File: config.mk
export PLATFORM = sky130hd
export DESIGN_NAME = lf_alu
export DESIGN_NICKNAME = d
export VERILOG_FILES = /design/src/hdl/lf_alu_pkg.sv /design/src/hdl/lf_alu.sv /design/src/hdl/flag_result.sv /design/src/hdl/add_execute.sv /design/src/hdl/op_decode.sv /design/src/hdl/ling_prefix_adder.sv
export VERILOG_INCLUDE_DIRS = /design/src /design/src/include
export SDC_FILE = /design/constraint.sdc
export NUM_CORES = 1
export LEC_CHECK = 0
export ABC_CLOCK_PERIOD_IN_PS = 6770
export BUFFER_PORTS_ARGS = -buffer_cell sky130_fd_sc_hd__buf_2
export CORE_ASPECT_RATIO = 0.9
export CORE_MARGIN = 2
export CORE_UTILIZATION = 45
export CTS_CLUSTER_DIAMETER = 30
export CTS_CLUSTER_SIZE = 24
export DETAILED_ROUTE_END_ITERATION = 10
export PLACE_DENSITY = 0.64
export RECOVER_POWER = 50
export SLEW_MARGIN = 20
export SYNTH_ARGS = -nofsm -noshare
export SYNTH_HDL_FRONTEND = slang
export SYNTH_SLANG_ARGS = --single-unit
File: constraint.sdc
create_clock -name clk -period 6.77 [get_ports clk]
set_input_delay 1.354 -clock clk [delete_from_list [all_inputs] [get_ports clk]]
set_output_delay 1.354 -clock clk [all_outputs]
set_load 0.05 [all_outputs]
File: src/include/lf_alu_params.svh
// Operand width, opcode width and pipeline depth for the add and subtract unit

`ifndef LF_ALU_PARAMS_SVH
`define LF_ALU_PARAMS_SVH

// Operand and sum width
// The prefix tree in the adder is built for exactly this width
`define LF_WIDTH 28

// Opcode field width
`define LF_OP_BITS 3

// Clock edges from command sample to result
`define LF_PIPE_DEPTH 3

`endif
File: src/hdl/lf_alu_pkg.sv
// Opcode enum, command, stage and flag structs for the add and subtract unit
`default_nettype none

`include "lf_alu_params.svh"

package lf_alu_pkg;

	// Codes 5 to 7 are illegal
	typedef enum logic [`LF_OP_BITS-1:0] {
		OP_ADD = 3'd0,
		OP_ADC = 3'd1,
		OP_SUB = 3'd2,
		OP_SBB = 3'd3,
		OP_CMP = 3'd4
	} alu_op_e;

	// Raw op field so illegal codes can reach the decoder
	typedef struct packed {
		logic [`LF_OP_BITS-1:0] op;
		logic [`LF_WIDTH-1:0]   a;
		logic [`LF_WIDTH-1:0]   b;
		logic                   carry_in;
	} alu_cmd_s;

	typedef struct packed {
		logic [`LF_WIDTH-1:0] a;
		logic [`LF_WIDTH-1:0] b_eff;
		logic                 cin;
		logic                 wr_en;
		logic                 is_sub;
		logic                 illegal;
	} exe_ctl_s;

	typedef struct packed {
		logic [`LF_WIDTH-1:0] sum;
		logic                 cout;
		logic                 a_msb;
		logic                 b_eff_msb;
		logic                 wr_en;
		logic                 illegal;
	} exe_res_s;

	typedef struct packed {
		logic zero;
		logic negative;
		logic carry;
		logic overflow;
	} alu_flags_s;

endpackage

`default_nettype wire

File: src/hdl/lf_alu.sv
// Top level of the add and subtract unit, decode, execute and result stages
`default_nettype none

`include "lf_alu_params.svh"

module lf_alu (
	input  logic                   clk,
	input  logic                   rst_n,
	input  logic                   in_valid,
	input  lf_alu_pkg::alu_cmd_s   cmd,
	output logic                   out_valid,
	output logic [`LF_WIDTH-1:0]   result,
	output lf_alu_pkg::alu_flags_s flags,
	output logic                   wr_en,
	output logic                   illegal
);

	logic                 dec_valid;
	lf_alu_pkg::exe_ctl_s dec_ctl;
	logic                 exe_valid;
	lf_alu_pkg::exe_res_s exe_res;

	op_decode u_op_decode (
		.clk       (clk),
		.rst_n     (rst_n),
		.in_valid  (in_valid),
		.cmd       (cmd),
		.dec_valid (dec_valid),
		.dec_ctl   (dec_ctl)
	);

	add_execute u_add_execute (
		.clk       (clk),
		.rst_n     (rst_n),
		.dec_valid (dec_valid),
		.dec_ctl   (dec_ctl),
		.exe_valid (exe_valid),
		.exe_res   (exe_res)
	);

	flag_result u_flag_result (
		.clk       (clk),
		.rst_n     (rst_n),
		.exe_valid (exe_valid),
		.exe_res   (exe_res),
		.out_valid (out_valid),
		.result    (result),
		.flags     (flags),
		.wr_en     (wr_en),
		.illegal   (illegal)
	);

endmodule

`default_nettype wire

File: src/hdl/flag_result.sv
// Result stage, zero, negative, carry and overflow flags with registered outputs
`default_nettype none

`include "lf_alu_params.svh"

module flag_result (
	input  logic                   clk,
	input  logic                   rst_n,
	input  logic                   exe_valid,
	input  lf_alu_pkg::exe_res_s   exe_res,
	output logic                   out_valid,
	output logic [`LF_WIDTH-1:0]   result,
	output lf_alu_pkg::alu_flags_s flags,
	output logic                   wr_en,
	output logic                   illegal
);

	logic                   sum_msb;
	logic [`LF_WIDTH-1:0]   result_d;
	lf_alu_pkg::alu_flags_s flags_d;

	assign sum_msb = exe_res.sum[`LF_WIDTH-1];

	always_comb begin
		result_d         = exe_res.sum;
		flags_d.zero     = (exe_res.sum == '0);
		flags_d.negative = sum_msb;
		// For subtraction this reads as no borrow
		flags_d.carry    = exe_res.cout;
		flags_d.overflow = (exe_res.a_msb == exe_res.b_eff_msb) && (sum_msb != exe_res.a_msb);
		if (exe_res.illegal) begin
			result_d = '0;
			flags_d  = '0;
		end
	end

	always_ff @(posedge clk or negedge rst_n) begin
		if (!rst_n) begin
			out_valid <= 1'b0;
			wr_en     <= 1'b0;
			illegal   <= 1'b0;
		end else begin
			out_valid <= exe_valid;
			wr_en     <= exe_valid & exe_res.wr_en;
			illegal   <= exe_valid & exe_res.illegal;
		end
	end

	always_ff @(posedge clk) begin
		if (exe_valid) begin
			result <= result_d;
			flags  <= flags_d;
		end
	end

	// Decode never marks an illegal op as writing
	a_wr_illegal_excl: assert property (@(posedge clk) disable iff (!rst_n)
		!(wr_en && illegal))
		else $error("wr_en and illegal high together");

endmodule

`default_nettype wire

File: src/hdl/add_execute.sv
// Execute stage, prefix adder on the decoded operands with registered sum
`default_nettype none

`include "lf_alu_params.svh"

module add_execute (
	input  logic                   clk,
	input  logic                   rst_n,
	input  logic                   dec_valid,
	input  lf_alu_pkg::exe_ctl_s   dec_ctl,
	output logic                   exe_valid,
	output lf_alu_pkg::exe_res_s   exe_res
);

	logic [`LF_WIDTH-1:0] sum;
	logic                 cout;

	ling_prefix_adder u_adder (
		.a    (dec_ctl.a),
		.b    (dec_ctl.b_eff),
		.cin  (dec_ctl.cin),
		.sum  (sum),
		.cout (cout)
	);

	always_ff @(posedge clk or negedge rst_n) begin
		if (!rst_n) begin
			exe_valid <= 1'b0;
		end else begin
			exe_valid <= dec_valid;
		end
	end

	// MSBs kept for the overflow check downstream
	always_ff @(posedge clk) begin
		if (dec_valid) begin
			exe_res.sum       <= sum;
			exe_res.cout      <= cout;
			exe_res.a_msb     <= dec_ctl.a[`LF_WIDTH-1];
			exe_res.b_eff_msb <= dec_ctl.b_eff[`LF_WIDTH-1];
			exe_res.wr_en     <= dec_ctl.wr_en;
			exe_res.illegal   <= dec_ctl.illegal;
		end
	end

	// x - x with no borrow in must give zero and carry set
	a_sub_self_zero: assert property (@(posedge clk) disable iff (!rst_n)
		dec_valid && dec_ctl.is_sub && !dec_ctl.illegal && dec_ctl.cin &&
		(dec_ctl.a == ~dec_ctl.b_eff) |=> (exe_res.sum == '0) && exe_res.cout)
		else $error("subtraction of equal operands not zero");

endmodule

`default_nettype wire

File: src/hdl/op_decode.sv
// Decode stage, opcode to operand inversion, carry-in select and write enable
`default_nettype none

`include "lf_alu_params.svh"

module op_decode (
	input  logic                   clk,
	input  logic                   rst_n,
	input  logic                   in_valid,
	input  lf_alu_pkg::alu_cmd_s   cmd,
	output logic                   dec_valid,
	output lf_alu_pkg::exe_ctl_s   dec_ctl
);

	lf_alu_pkg::exe_ctl_s ctl_d;

	always_comb begin
		ctl_d.a       = cmd.a;
		ctl_d.b_eff   = cmd.b;
		ctl_d.cin     = 1'b0;
		ctl_d.wr_en   = 1'b1;
		ctl_d.is_sub  = 1'b0;
		ctl_d.illegal = 1'b0;
		case (cmd.op)
			lf_alu_pkg::OP_ADD: ctl_d.cin = 1'b0;
			lf_alu_pkg::OP_ADC: ctl_d.cin = cmd.carry_in;
			lf_alu_pkg::OP_SUB: begin
				ctl_d.b_eff  = ~cmd.b;
				ctl_d.cin    = 1'b1;
				ctl_d.is_sub = 1'b1;
			end
			// carry_in acts as not-borrow
			lf_alu_pkg::OP_SBB: begin
				ctl_d.b_eff  = ~cmd.b;
				ctl_d.cin    = cmd.carry_in;
				ctl_d.is_sub = 1'b1;
			end
			lf_alu_pkg::OP_CMP: begin
				ctl_d.b_eff  = ~cmd.b;
				ctl_d.cin    = 1'b1;
				ctl_d.is_sub = 1'b1;
				ctl_d.wr_en  = 1'b0;
			end
			default: begin
				ctl_d.wr_en   = 1'b0;
				ctl_d.illegal = 1'b1;
			end
		endcase
	end

	always_ff @(posedge clk or negedge rst_n) begin
		if (!rst_n) begin
			dec_valid <= 1'b0;
		end else begin
			dec_valid <= in_valid;
		end
	end

	always_ff @(posedge clk) begin
		if (in_valid) begin
			dec_ctl <= ctl_d;
		end
	end

	a_op_known: assert property (@(posedge clk) disable iff (!rst_n)
		in_valid |-> !$isunknown(cmd.op))
		else $error("opcode unknown while in_valid is high");

endmodule

`default_nettype wire

File: src/hdl/ling_prefix_adder.sv
// Combinational 28-bit Ladner-Fischer prefix adder on Ling pseudo-carries
`default_nettype none

`include "lf_alu_params.svh"

module ling_prefix_adder (
	input  logic [`LF_WIDTH-1:0] a,
	input  logic [`LF_WIDTH-1:0] b,
	input  logic                 cin,
	output logic [`LF_WIDTH-1:0] sum,
	output logic                 cout
);

	// Position 0 holds cin, position k+1 holds operand bit k
	logic [`LF_WIDTH:1]   p;
	logic [`LF_WIDTH:0]   g;
	logic [`LF_WIDTH-1:0] d;
	logic [`LF_WIDTH-1:0] h_pre;
	logic [`LF_WIDTH-1:0] c;

	// Group pairs, bit 1 is H and bit 0 is I
	logic [1:0] hi_3_2, hi_5_4, hi_7_6, hi_9_8, hi_11_10, hi_13_12, hi_15_14;
	logic [1:0] hi_17_16, hi_19_18, hi_21_20, hi_23_22, hi_25_24, hi_27_26;
	logic [1:0] hi_7_4, hi_11_8, hi_15_12, hi_19_16, hi_23_20, hi_27_24;
	logic [1:0] hi_13_8, hi_15_8, hi_21_16, hi_23_16, hi_25_16, hi_27_16;

	// Pseudo-carries spanning down to position 0
	logic h_1_0, h_3_0, h_5_0, h_7_0, h_9_0, h_11_0, h_13_0, h_15_0;
	logic h_17_0, h_19_0, h_21_0, h_23_0, h_25_0, h_27_0;
	logic h_2_0, h_4_0, h_6_0, h_8_0, h_10_0, h_12_0, h_14_0, h_16_0;
	logic h_18_0, h_20_0, h_22_0, h_24_0, h_26_0, h_28_0;

	// Two adjacent positions, generate absorbs the lower transmit
	function automatic logic [1:0] rblk(input logic [1:0] gin, input logic [1:0] pin);
		return {gin[1] | gin[0], pin[1] & pin[0]};
	endfunction

	function automatic logic [1:0] blk(input logic [1:0] hi, input logic [1:0] lo);
		return {hi[1] | (hi[0] & lo[1]), hi[0] & lo[0]};
	endfunction

	function automatic logic gry(input logic [1:0] hi, input logic h_lo);
		return hi[1] | (hi[0] & h_lo);
	endfunction

	assign p = a | b;
	assign g = {a & b, cin};
	assign d = a ^ b;

	// Stage 1, spans of 2
	assign h_1_0    = g[1] | g[0];
	assign hi_3_2   = rblk(g[3:2], p[2:1]);
	assign hi_5_4   = rblk(g[5:4], p[4:3]);
	assign hi_7_6   = rblk(g[7:6], p[6:5]);
	assign hi_9_8   = rblk(g[9:8], p[8:7]);
	assign hi_11_10 = rblk(g[11:10], p[10:9]);
	assign hi_13_12 = rblk(g[13:12], p[12:11]);
	assign hi_15_14 = rblk(g[15:14], p[14:13]);
	assign hi_17_16 = rblk(g[17:16], p[16:15]);
	assign hi_19_18 = rblk(g[19:18], p[18:17]);
	assign hi_21_20 = rblk(g[21:20], p[20:19]);
	assign hi_23_22 = rblk(g[23:22], p[22:21]);
	assign hi_25_24 = rblk(g[25:24], p[24:23]);
	assign hi_27_26 = rblk(g[27:26], p[26:25]);

	// Stage 2, spans of 4
	assign h_3_0    = gry(hi_3_2, h_1_0);
	assign hi_7_4   = blk(hi_7_6, hi_5_4);
	assign hi_11_8  = blk(hi_11_10, hi_9_8);
	assign hi_15_12 = blk(hi_15_14, hi_13_12);
	assign hi_19_16 = blk(hi_19_18, hi_17_16);
	assign hi_23_20 = blk(hi_23_22, hi_21_20);
	assign hi_27_24 = blk(hi_27_26, hi_25_24);

	// Stage 3, spans of 8
	assign h_5_0    = gry(hi_5_4, h_3_0);
	assign h_7_0    = gry(hi_7_4, h_3_0);
	assign hi_13_8  = blk(hi_13_12, hi_11_8);
	assign hi_15_8  = blk(hi_15_12, hi_11_8);
	assign hi_21_16 = blk(hi_21_20, hi_19_16);
	assign hi_23_16 = blk(hi_23_20, hi_19_16);

	// Stage 4, spans of 16
	assign h_9_0    = gry(hi_9_8, h_7_0);
	assign h_11_0   = gry(hi_11_8, h_7_0);
	assign h_13_0   = gry(hi_13_8, h_7_0);
	assign h_15_0   = gry(hi_15_8, h_7_0);
	assign hi_25_16 = blk(hi_25_24, hi_23_16);
	assign hi_27_16 = blk(hi_27_24, hi_23_16);

	// Stage 5, upper half joins the lower 16
	assign h_17_0 = gry(hi_17_16, h_15_0);
	assign h_19_0 = gry(hi_19_16, h_15_0);
	assign h_21_0 = gry(hi_21_16, h_15_0);
	assign h_23_0 = gry(hi_23_16, h_15_0);
	assign h_25_0 = gry(hi_25_16, h_15_0);
	assign h_27_0 = gry(hi_27_16, h_15_0);

	// Even positions from their odd neighbour
	assign h_2_0  = gry({g[2], p[1]}, h_1_0);
	assign h_4_0  = gry({g[4], p[3]}, h_3_0);
	assign h_6_0  = gry({g[6], p[5]}, h_5_0);
	assign h_8_0  = gry({g[8], p[7]}, h_7_0);
	assign h_10_0 = gry({g[10], p[9]}, h_9_0);
	assign h_12_0 = gry({g[12], p[11]}, h_11_0);
	assign h_14_0 = gry({g[14], p[13]}, h_13_0);
	assign h_16_0 = gry({g[16], p[15]}, h_15_0);
	assign h_18_0 = gry({g[18], p[17]}, h_17_0);
	assign h_20_0 = gry({g[20], p[19]}, h_19_0);
	assign h_22_0 = gry({g[22], p[21]}, h_21_0);
	assign h_24_0 = gry({g[24], p[23]}, h_23_0);
	assign h_26_0 = gry({g[26], p[25]}, h_25_0);
	assign h_28_0 = gry({g[28], p[27]}, h_27_0);

	// True carry into bit k is t_k & H_k, transmit of position 0 is 1
	assign h_pre = {h_27_0, h_26_0, h_25_0, h_24_0, h_23_0, h_22_0, h_21_0,
	                h_20_0, h_19_0, h_18_0, h_17_0, h_16_0, h_15_0, h_14_0,
	                h_13_0, h_12_0, h_11_0, h_10_0, h_9_0, h_8_0, h_7_0,
	                h_6_0, h_5_0, h_4_0, h_3_0, h_2_0, h_1_0, g[0]};
	assign c     = {p[`LF_WIDTH-1:1], 1'b1} & h_pre;
	assign sum   = d ^ c;
	assign cout  = p[`LF_WIDTH] & h_28_0;

endmodule

`default_nettype wire

==> metrics.md, run 1 <==
| Metric | Value |
|---|---|
| Die width | `between 100 and 150 µm` |
| Met3 track demand over resource | `0.0475` |
| Syn nets | `around 560` |
| Share of the synthesized area in the top cell type | `0.601` |
| Initial core utilization | `0.460` |
| Crit-path cells | `buf_2 > clkbuf_1` |
| Post-layout util | `0.554` |
| P&R area growth vs syn | `20.6%` |
| Pwr dens | `316 nW/µm²` |
| Post-layout min period | `3.86 ns` |
| Worst Hold Path EP | `u_add_execute.exe_res[0]$_DFFE_PP_` |
| Final Max Slew Viols | `96` |
| Root Driver | `clkbuf_16` |
| Synth warnings | `0` |
| Peak VDD IR | `171 µV` |
| Layout cells sized above 1 | `0.238` |
| Grt total ovfl | `0` |
| Post-synth EDFFs | `between 100 and 150` |
| Highest-count cells in the layout ignoring fill and taps | `123 x edfxtp_1, 93 x buf_2, 73 x inv_1, 54 x ha_1, 38 x xnor2_1` |
| Slew @ Worst Pin | `between 3 and 4 ns` |
| Pin count of the biggest net entering global routing | `61` |
| WL final | `~10,000 µm` |
| Busiest grt layer | `met2` |
| Row count | `40` |
| Maximum fanout along the worst path | `60` |
| Nets@finish | `around 670` |
| Num CTS Buffers | `17` |
| Hold path depth | `0` |
| Internal | `1.75 mW` |
| CP top delay family | `buffers and inverters` |
| Clock sink count | `128` |
| N_diodes | `0` |
| Buffers added on ports | `97` |
| Filler Cell Count | `between 1,000 and 1,500` |
| FMAX | `roughly 260 MHz` |
| Post-Route Skew | `around 0.0084 ns` |
| Cells after DPL | `between 600 and 700` |
| FF-to-FF Start | `u_op_decode.dec_ctl[7]$_DFFE_PP_` |
| Async set-reset flop share out of synthesis | `0.0391` |
| Hpwl dp | `~7400 µm` |
| Worst skew pair latency | `around 0.41 ns` |
| Flops & latches, synth | `128` |
| FF-to-FF setup slack | `3.75 ns` |
| Worst Path Class, Setup | `in2reg` |
| Hold Path Origin | `u_op_decode.dec_ctl[0]$_DFFE_PP_` |
| Crit-path max cell delay | `2.33 ns` |
| Top_reg_cell synth | `edfxtp_1` |
| Initial antenna violation count | `0` |
| Leakage | `roughly 3.3 nW` |
| Clock network power share | `0.380` |
| Path depth of the worst reg2reg path | `10` |
| First-pass GRT wire length | `roughly 16,000 µm` |
| Setup bufs post-CTS | `0` |
| Gate Count Post-Synth | `430` |
| Final Wtd Congestion | `approximately 0.83` |
| Max-slew headroom | `-1.22` |
| Max cap viols | `2` |
| Htree depth | `4` |
| Met1 Use GR | `0.204` |
| Failing checks | `capacitance limit, slew limit` |
| Worst EP arrival | `~3.8 ns` |
| Hold crit path type | `reg2reg` |
| Crit end category | `flip-flop` |
| Routed length per instance | `14.0 µm` |
| DRC | `0` |
| Worst Path Required | `between 6 and 7 ns` |
| Syn_area_per_cell | `14.3 µm²` |
| Post-synth cell types | `about 40` |
| TNS Setup | `0 ns` |
| Clock Path Buffers | `2` |
| Slowest CP cell | `clkbuf_1` |
| Core region area | `about 13,000 µm²` |
| Sw Share | `0.254` |
| Outcome | `complete, but fails checks` |
| Clock slew at reported path FFs | `roughly 0.050 ns` |
| IO Pins | `between 90 and 100` |
| Post-synthesis sequential area ratio | `0.622` |
| Worst setup SP type | `primary input` |
| Top post-synthesis cells by area | `edfxtp_1 60%, ha_1 11%, xnor2_1 5.4%` |
| Post_cts resized | `0` |
| Commonest non-fill, non-tap cell in the layout | `edfxtp_1` |
| Iter 0 DRT Violations | `138` |
| Die area | `about 15,000 µm²` |
| Total Routing Usage GR | `0.148` |
| Non-filler instance count after layout | `roughly 720` |
| Hold bufs inserted after CTS | `0` |
| Sequential share of power | `0.459` |
| Vias in the first global route | `approximately 3,300` |
| R2r endpoint | `u_add_execute.exe_res[25]$_DFFE_PP_` |
| RSZ-0062 raised after global routing | `false` |
| Leading area contributor after synthesis | `edfxtp_1` |
| Final setup fails | `0` |
| M2 GR Usage | `0.217` |
| Part of the cycle the worst path needs | `0.571` |
| Final Hold Viols | `0` |
| Buffers & Inverters on Critical Path | `2` |
| Die Y | `around 110 µm` |
| Vias per inst | `4.63` |
| Logic gate share of total power | `0.161` |
| Vias | `3,345` |
| Antenna viol nets, final | `0` |
| WHS | `approximately 0.45 ns` |
| Area of the mapped netlist | `around 6100 µm²` |
| 1st-pass router iterations | `4` |
| Switch Pwr | `0.596 mW` |
| CTS tree | `yes` |
-- per-layer routing --
metal / wire (µm) / share of wire
met2: 4370 / 0.43
met1: 5010 / 0.49
met4: 159 / 0.016
met5: 0 / 0
met3: 578 / 0.057
-- per-stage QoR --
| stage | worst slack, ns | instance area, µm² | total power, mW |
|---|---|---|---|
| after detailed placement | 3.75 | 6840 | 1.47 |
| after floorplan | 3.98 | 6140 | 1.34 |
| after CTS | 3.74 | 7420 | 2.36 |
| after global routing | 2.63 | 7400 | 2.45 |
| after global placement | 3.82 | 6840 | 1.46 |
| final | 2.91 | 7400 | 2.34 |
-- flip-flops by register name, summed over array words and instances (netlist names) --
register,flops
u_flag_result.out_valid,1
u_flag_result.flags,4
u_flag_result.result,27
u_op_decode.dec_ctl,59
u_flag_result.illegal,1
u_flag_result.wr_en,1
u_add_execute.exe_res,33
u_add_execute.exe_valid,1
u_op_decode.dec_valid,1
-- cells by family (layout without fill, tap and decap cells) --
group,count (synthesis),count (layout),synth area share
AO/OA/AOI/OAI,23,23,0.0291
multiplexers,1,1,0.00163
buffers and inverters,80,205,0.0501
XOR/XNOR,41,41,0.0585
adder cells (fa/ha/maj),69,69,0.159
flip-flops,128,128,0.622
AND/OR/NAND/NOR,88,88,0.0799
-- power groups by stage --
stage	registers, mW	clock network, mW	logic [mW]
floorplan	1.13	0	0.216
global placement	1.09	0	0.372
detailed placement	1.09	0	0.381
CTS	1.07	0.906	0.383
global route	1.09	0.935	0.422
finish	1.08	0.890	0.376
-- worst max-delay path by stage --
stage / startpoint / to / slack, ns / depth (start not counted)
3_5_place_dp: u_op_decode.dec_ctl[7]$_DFFE_PP_ / u_add_execute.exe_res[19]$_DFFE_PP_ / 3.75 / 10
6_report: in_valid / u_op_decode.dec_ctl[44]$_DFFE_PP_ / 2.91 / 2
3_3_place_gp: u_op_decode.dec_ctl[7]$_DFFE_PP_ / u_add_execute.exe_res[27]$_DFFE_PP_ / 3.82 / 10
5_1_grt: in_valid / u_op_decode.dec_ctl[44]$_DFFE_PP_ / 2.63 / 2
4_1_cts: u_op_decode.dec_ctl[7]$_DFFE_PP_ / u_add_execute.exe_res[25]$_DFFE_PP_ / 3.74 / 10
2_1_floorplan: u_op_decode.dec_ctl[7]$_DFFE_PP_ / u_add_execute.exe_res[17]$_DFFE_PP_ / 3.98 / 9
-- cell usage after synthesis (all sizes together) (3+ instances only) --
cell      n
o21bai    4
buf       4
edfxtp  123
xnor2    38
nor2b    30
fa       15
nor3      6
a21oi     3
a211oi    3
clkbuf    3
xor2      3
dfrtp     5
ha       54
nor2     22
or2       6
nor4      8
or4       3
inv      73
-- final cells by class --
class	count	area (µm²)	share of cell area
clock buffer	26	499	0.0674
clock inverter	6	80.1	0.0108
inverter	73	274	0.0370
multi-input combinational	222	2030	0.274
sequential	128	3820	0.516
tap	168	210	0.0284
timing repair buffer	100	495	0.0669
No activity file was read; power rests on OpenSTA's default activity.
==> run 2, diff against run 1 <==
Settings changed: ABC_CLOCK_PERIOD_IN_PS 6770 to 3850.
Clock period 6.77 ns to 3.85 ns, I/O delays scaled along.
==> run 2 against run 1 <==
Net effect: the flow now finishes without violations; die area is the same; clock power grew 72%; sequential cell count stayed put; critical path depth rose by 8; largest power group unchanged.
==> metrics.md, run 2 (synthesized netlist as in run 1, its figures left out) <==
| Metric | Value |
|---|---|
| Outcome | `complete, no violations` |
| Critical path origin | `u_op_decode.dec_ctl[7]$_DFFE_PP_` |
| Initial antenna violation count | `0 (unchanged)` |
| Root Driver | `clkbuf_16` |
| Sequential share of power | `0.462 (+0.003)` |
| Worst EP arrival | `3.19 ns (-0.62 ns)` |
| Hpwl dp | `7460 µm (+1.2%)` |
| 1st-pass router iterations | `4 (unchanged)` |
| Worst Path Class, Setup | `reg2reg` |
| Max-slew headroom | `0.167 (+1.39)` |
| RSZ-0062 raised after global routing | `false` |
| TNS Setup | `0 ns (unchanged)` |
| Pwr dens | `551 nW/µm² (+74%)` |
| Slew @ Worst Pin | `1.25 ns (-2.08 ns)` |
| Internal | `3.02 mW (+73%)` |
| Die Y | `115 µm (unchanged)` |
| Buffers added on ports | `97 (unchanged)` |
| Met3 track demand over resource | `0.0503 (+0.00279)` |
| Post-Route Skew | `0.00554 ns (-0.00282 ns)` |
| Switch Pwr | `1.06 mW (+79%)` |
| Die area | `14,600 µm² (unchanged)` |
| FMAX | `330 MHz` |
| Path depth of the worst reg2reg path | `10 (unchanged)` |
| Clock Path Buffers | `2 (unchanged)` |
| Num CTS Buffers | `17 (unchanged)` |
| P&R area growth vs syn | `20.6% (about the same)` |
| Largest Register | `u_op_decode.dec_ctl` |
| Post-layout min period | `around 3 ns` |
| Vias per inst | `4.57 (-1.3%)` |
| Setup ws final | `0.818 ns (-2.09 ns)` |
| Pin count of the biggest net entering global routing | `51 (-16%)` |
| Max FFs per register | `59 (unchanged)` |
| Crit-path max cell delay | `0.53 ns (-1.80 ns)` |
| Core region area | `13,400 µm² (unchanged)` |
| Iter 0 DRT Violations | `127 (-8.0%)` |
| Leakage | `3.25 nW (-0.45%)` |
| Busiest grt layer | `met2` |
| Maximum fanout along the worst path | `4 (-93%)` |
| First-pass GRT wire length | `16,200 µm (+0.17%)` |
| Clock sink count | `128 (unchanged)` |
| DRC | `0 (unchanged)` |
| Hold bufs inserted after CTS | `0 (unchanged)` |
| Worst skew pair latency | `0.41 ns (about the same)` |
| Setup bufs post-CTS | `0 (unchanged)` |
| Antenna viol nets, final | `0 (unchanged)` |
| Peak VDD IR | `318 µV (+86%)` |
| Final setup fails | `0 (unchanged)` |
| Clock slew at reported path FFs | `0.05 ns (about the same)` |
| WL final | `10,100 µm (-0.37%)` |
| Total Routing Usage GR | `0.148 (+0.000579)` |
| Worst Path Required | `4.01 ns (-2.71 ns)` |
| Crit-path cells | `inv_1 > ha_1 > or4_4 > or3_1 > o32ai_2 > a31oi_2 > nor2b_2 > o21bai_1 > fa_1 > xnor2_1` |
| N_diodes | `0 (unchanged)` |
| Initial core utilization | `0.460 (unchanged)` |
| R2r endpoint | `u_add_execute.exe_res[25]$_DFFE_PP_` |
| Nets@finish | `674 (unchanged)` |
| Crit end category | `flip-flop` |
| IO Pins | `98 (unchanged)` |
| Clock network power share | `0.374 (-0.006)` |
| Hold crit path type | `in2async` |
| Slowest CP cell | `or4_4` |
| Layout cells sized above 1 | `0.245 (+0.00721)` |
| FF-to-FF Start | `u_op_decode.dec_ctl[7]$_DFFE_PP_` |
| Final Max Slew Viols | `0 (-100%)` |
| Final Wtd Congestion | `0.856 (+3.1%)` |
| Htree depth | `4 (unchanged)` |
| Vias in the first global route | `3,340 (+1.5%)` |
| Post_cts resized | `0 (unchanged)` |
| Sw Share | `0.260 (+0.00607)` |
| M2 GR Usage | `0.227 (+0.0100)` |
| Final Hold Viols | `0 (unchanged)` |
| Commonest non-fill, non-tap cell in the layout | `edfxtp_1` |
| Row count | `40 (unchanged)` |
| Highest-count cells in the layout ignoring fill and taps | `123 x edfxtp_1, 92 x buf_2, 73 x inv_1, 54 x ha_1, 38 x xnor2_1` |
| Vias | `3,303 (-1.3%)` |
| FF-to-FF setup slack | `0.82 ns (-2.93 ns)` |
| Max cap viols | `0 (-2)` |
| Part of the cycle the worst path needs | `0.788` |
| Logic gate share of total power | `0.164 (+0.003)` |
| Routed length per instance | `13.9 µm (-0.37%)` |
| Met1 Use GR | `0.197 (-0.00722)` |
| DP Worst Slack | `0.819 ns (-2.94 ns)` |
| CTS tree | `yes` |
| Worst setup SP type | `flip-flop` |
| Largest regs | `u_op_decode.dec_ctl: 59 flops, u_add_execute.exe_res: 33 flops, u_flag_result.result: 27 flops` |
| Die width | `127 µm (unchanged)` |
| Grt total ovfl | `0 (unchanged)` |
run 2: changes by cell type in the layout (fill, tap and decap cells not counted):
cell | previous run | this run
clkinvlp_4 | 0 | 5
clkbuf_8 | 4 | 5
bufinv_16 | 2 | 1
clkbuf_1 | 11 | 7
clkinv_2 | 4 | 3
clkbuf_2 | 0 | 1
buf_2 | 93 | 92
run 2: metal layers:
metal  vias up  wire length [µm]
li1       1671                 -
met1      1522              4900
met2        95              4380
met3        15               633
met4         0               156
met5         -                 0
run 2: critical path, delay by kind of cell (launching register included):
kind,cells,cell delay (ns)
AO/OA/AOI/OAI,3,0.55
XOR/XNOR,1,0.15
adder cells (fa/ha/maj),2,0.58
buffers and inverters,1,0.06
flip-flops,1,0.40
AND/OR/NAND/NOR,3,1.05
run 2: stage by stage:
stage / power (mW) / instances / hold slack [ns] / util / area [µm²]
2_1_floorplan: 2.36 / 430 / 0.400 / - / 6140
3_3_place_gp: 2.56 / 691 / 0.446 / 0.512 / 6840
3_5_place_dp: 2.59 / 691 / 0.440 / 0.512 / 6840
4_1_cts: 4.13 / 723 / 0.153 / 0.555 / 7420
5_1_grt: 4.28 / 723 / 0.213 / 0.554 / 7400
6_report: 4.08 / 723 / 0.211 / 0.554 / 7400
run 2: worst max path at each step:
stage	endpoint	slack (ns)	cells after the start
after CTS	u_add_execute.exe_res[25]$_DFFE_PP_	0.81	10
after global placement	u_add_execute.exe_res[18]$_DFFE_PP_	0.90	10
after global routing	u_add_execute.exe_res[27]$_DFFE_PP_	0.67	10
final	u_add_execute.exe_res[25]$_DFFE_PP_	0.82	10
after detailed placement	u_add_execute.exe_res[25]$_DFFE_PP_	0.82	10
after floorplan	u_add_execute.exe_res[17]$_DFFE_PP_	1.06	9
run 2: layout make-up:
cell class                      count  area [µm²]
Fill cell                        1085        5960
Sequential cell                   128        3820
Multi-Input combinational cell    222        2030
Clock buffer                       23         498
Timing Repair Buffer              100         495
Inverter                           73         274
Tap cell                          168         210
Clock inverter                      9        82.6
run 2: power by group through the flow:
stage,clock [mW],combinational [mW],sequential (mW)
after global placement,0,0.653,1.91
after detailed placement,0,0.676,1.92
after global routing,1.61,0.747,1.92
after CTS,1.56,0.680,1.89
after floorplan,0,0.380,1.98
final,1.53,0.669,1.89
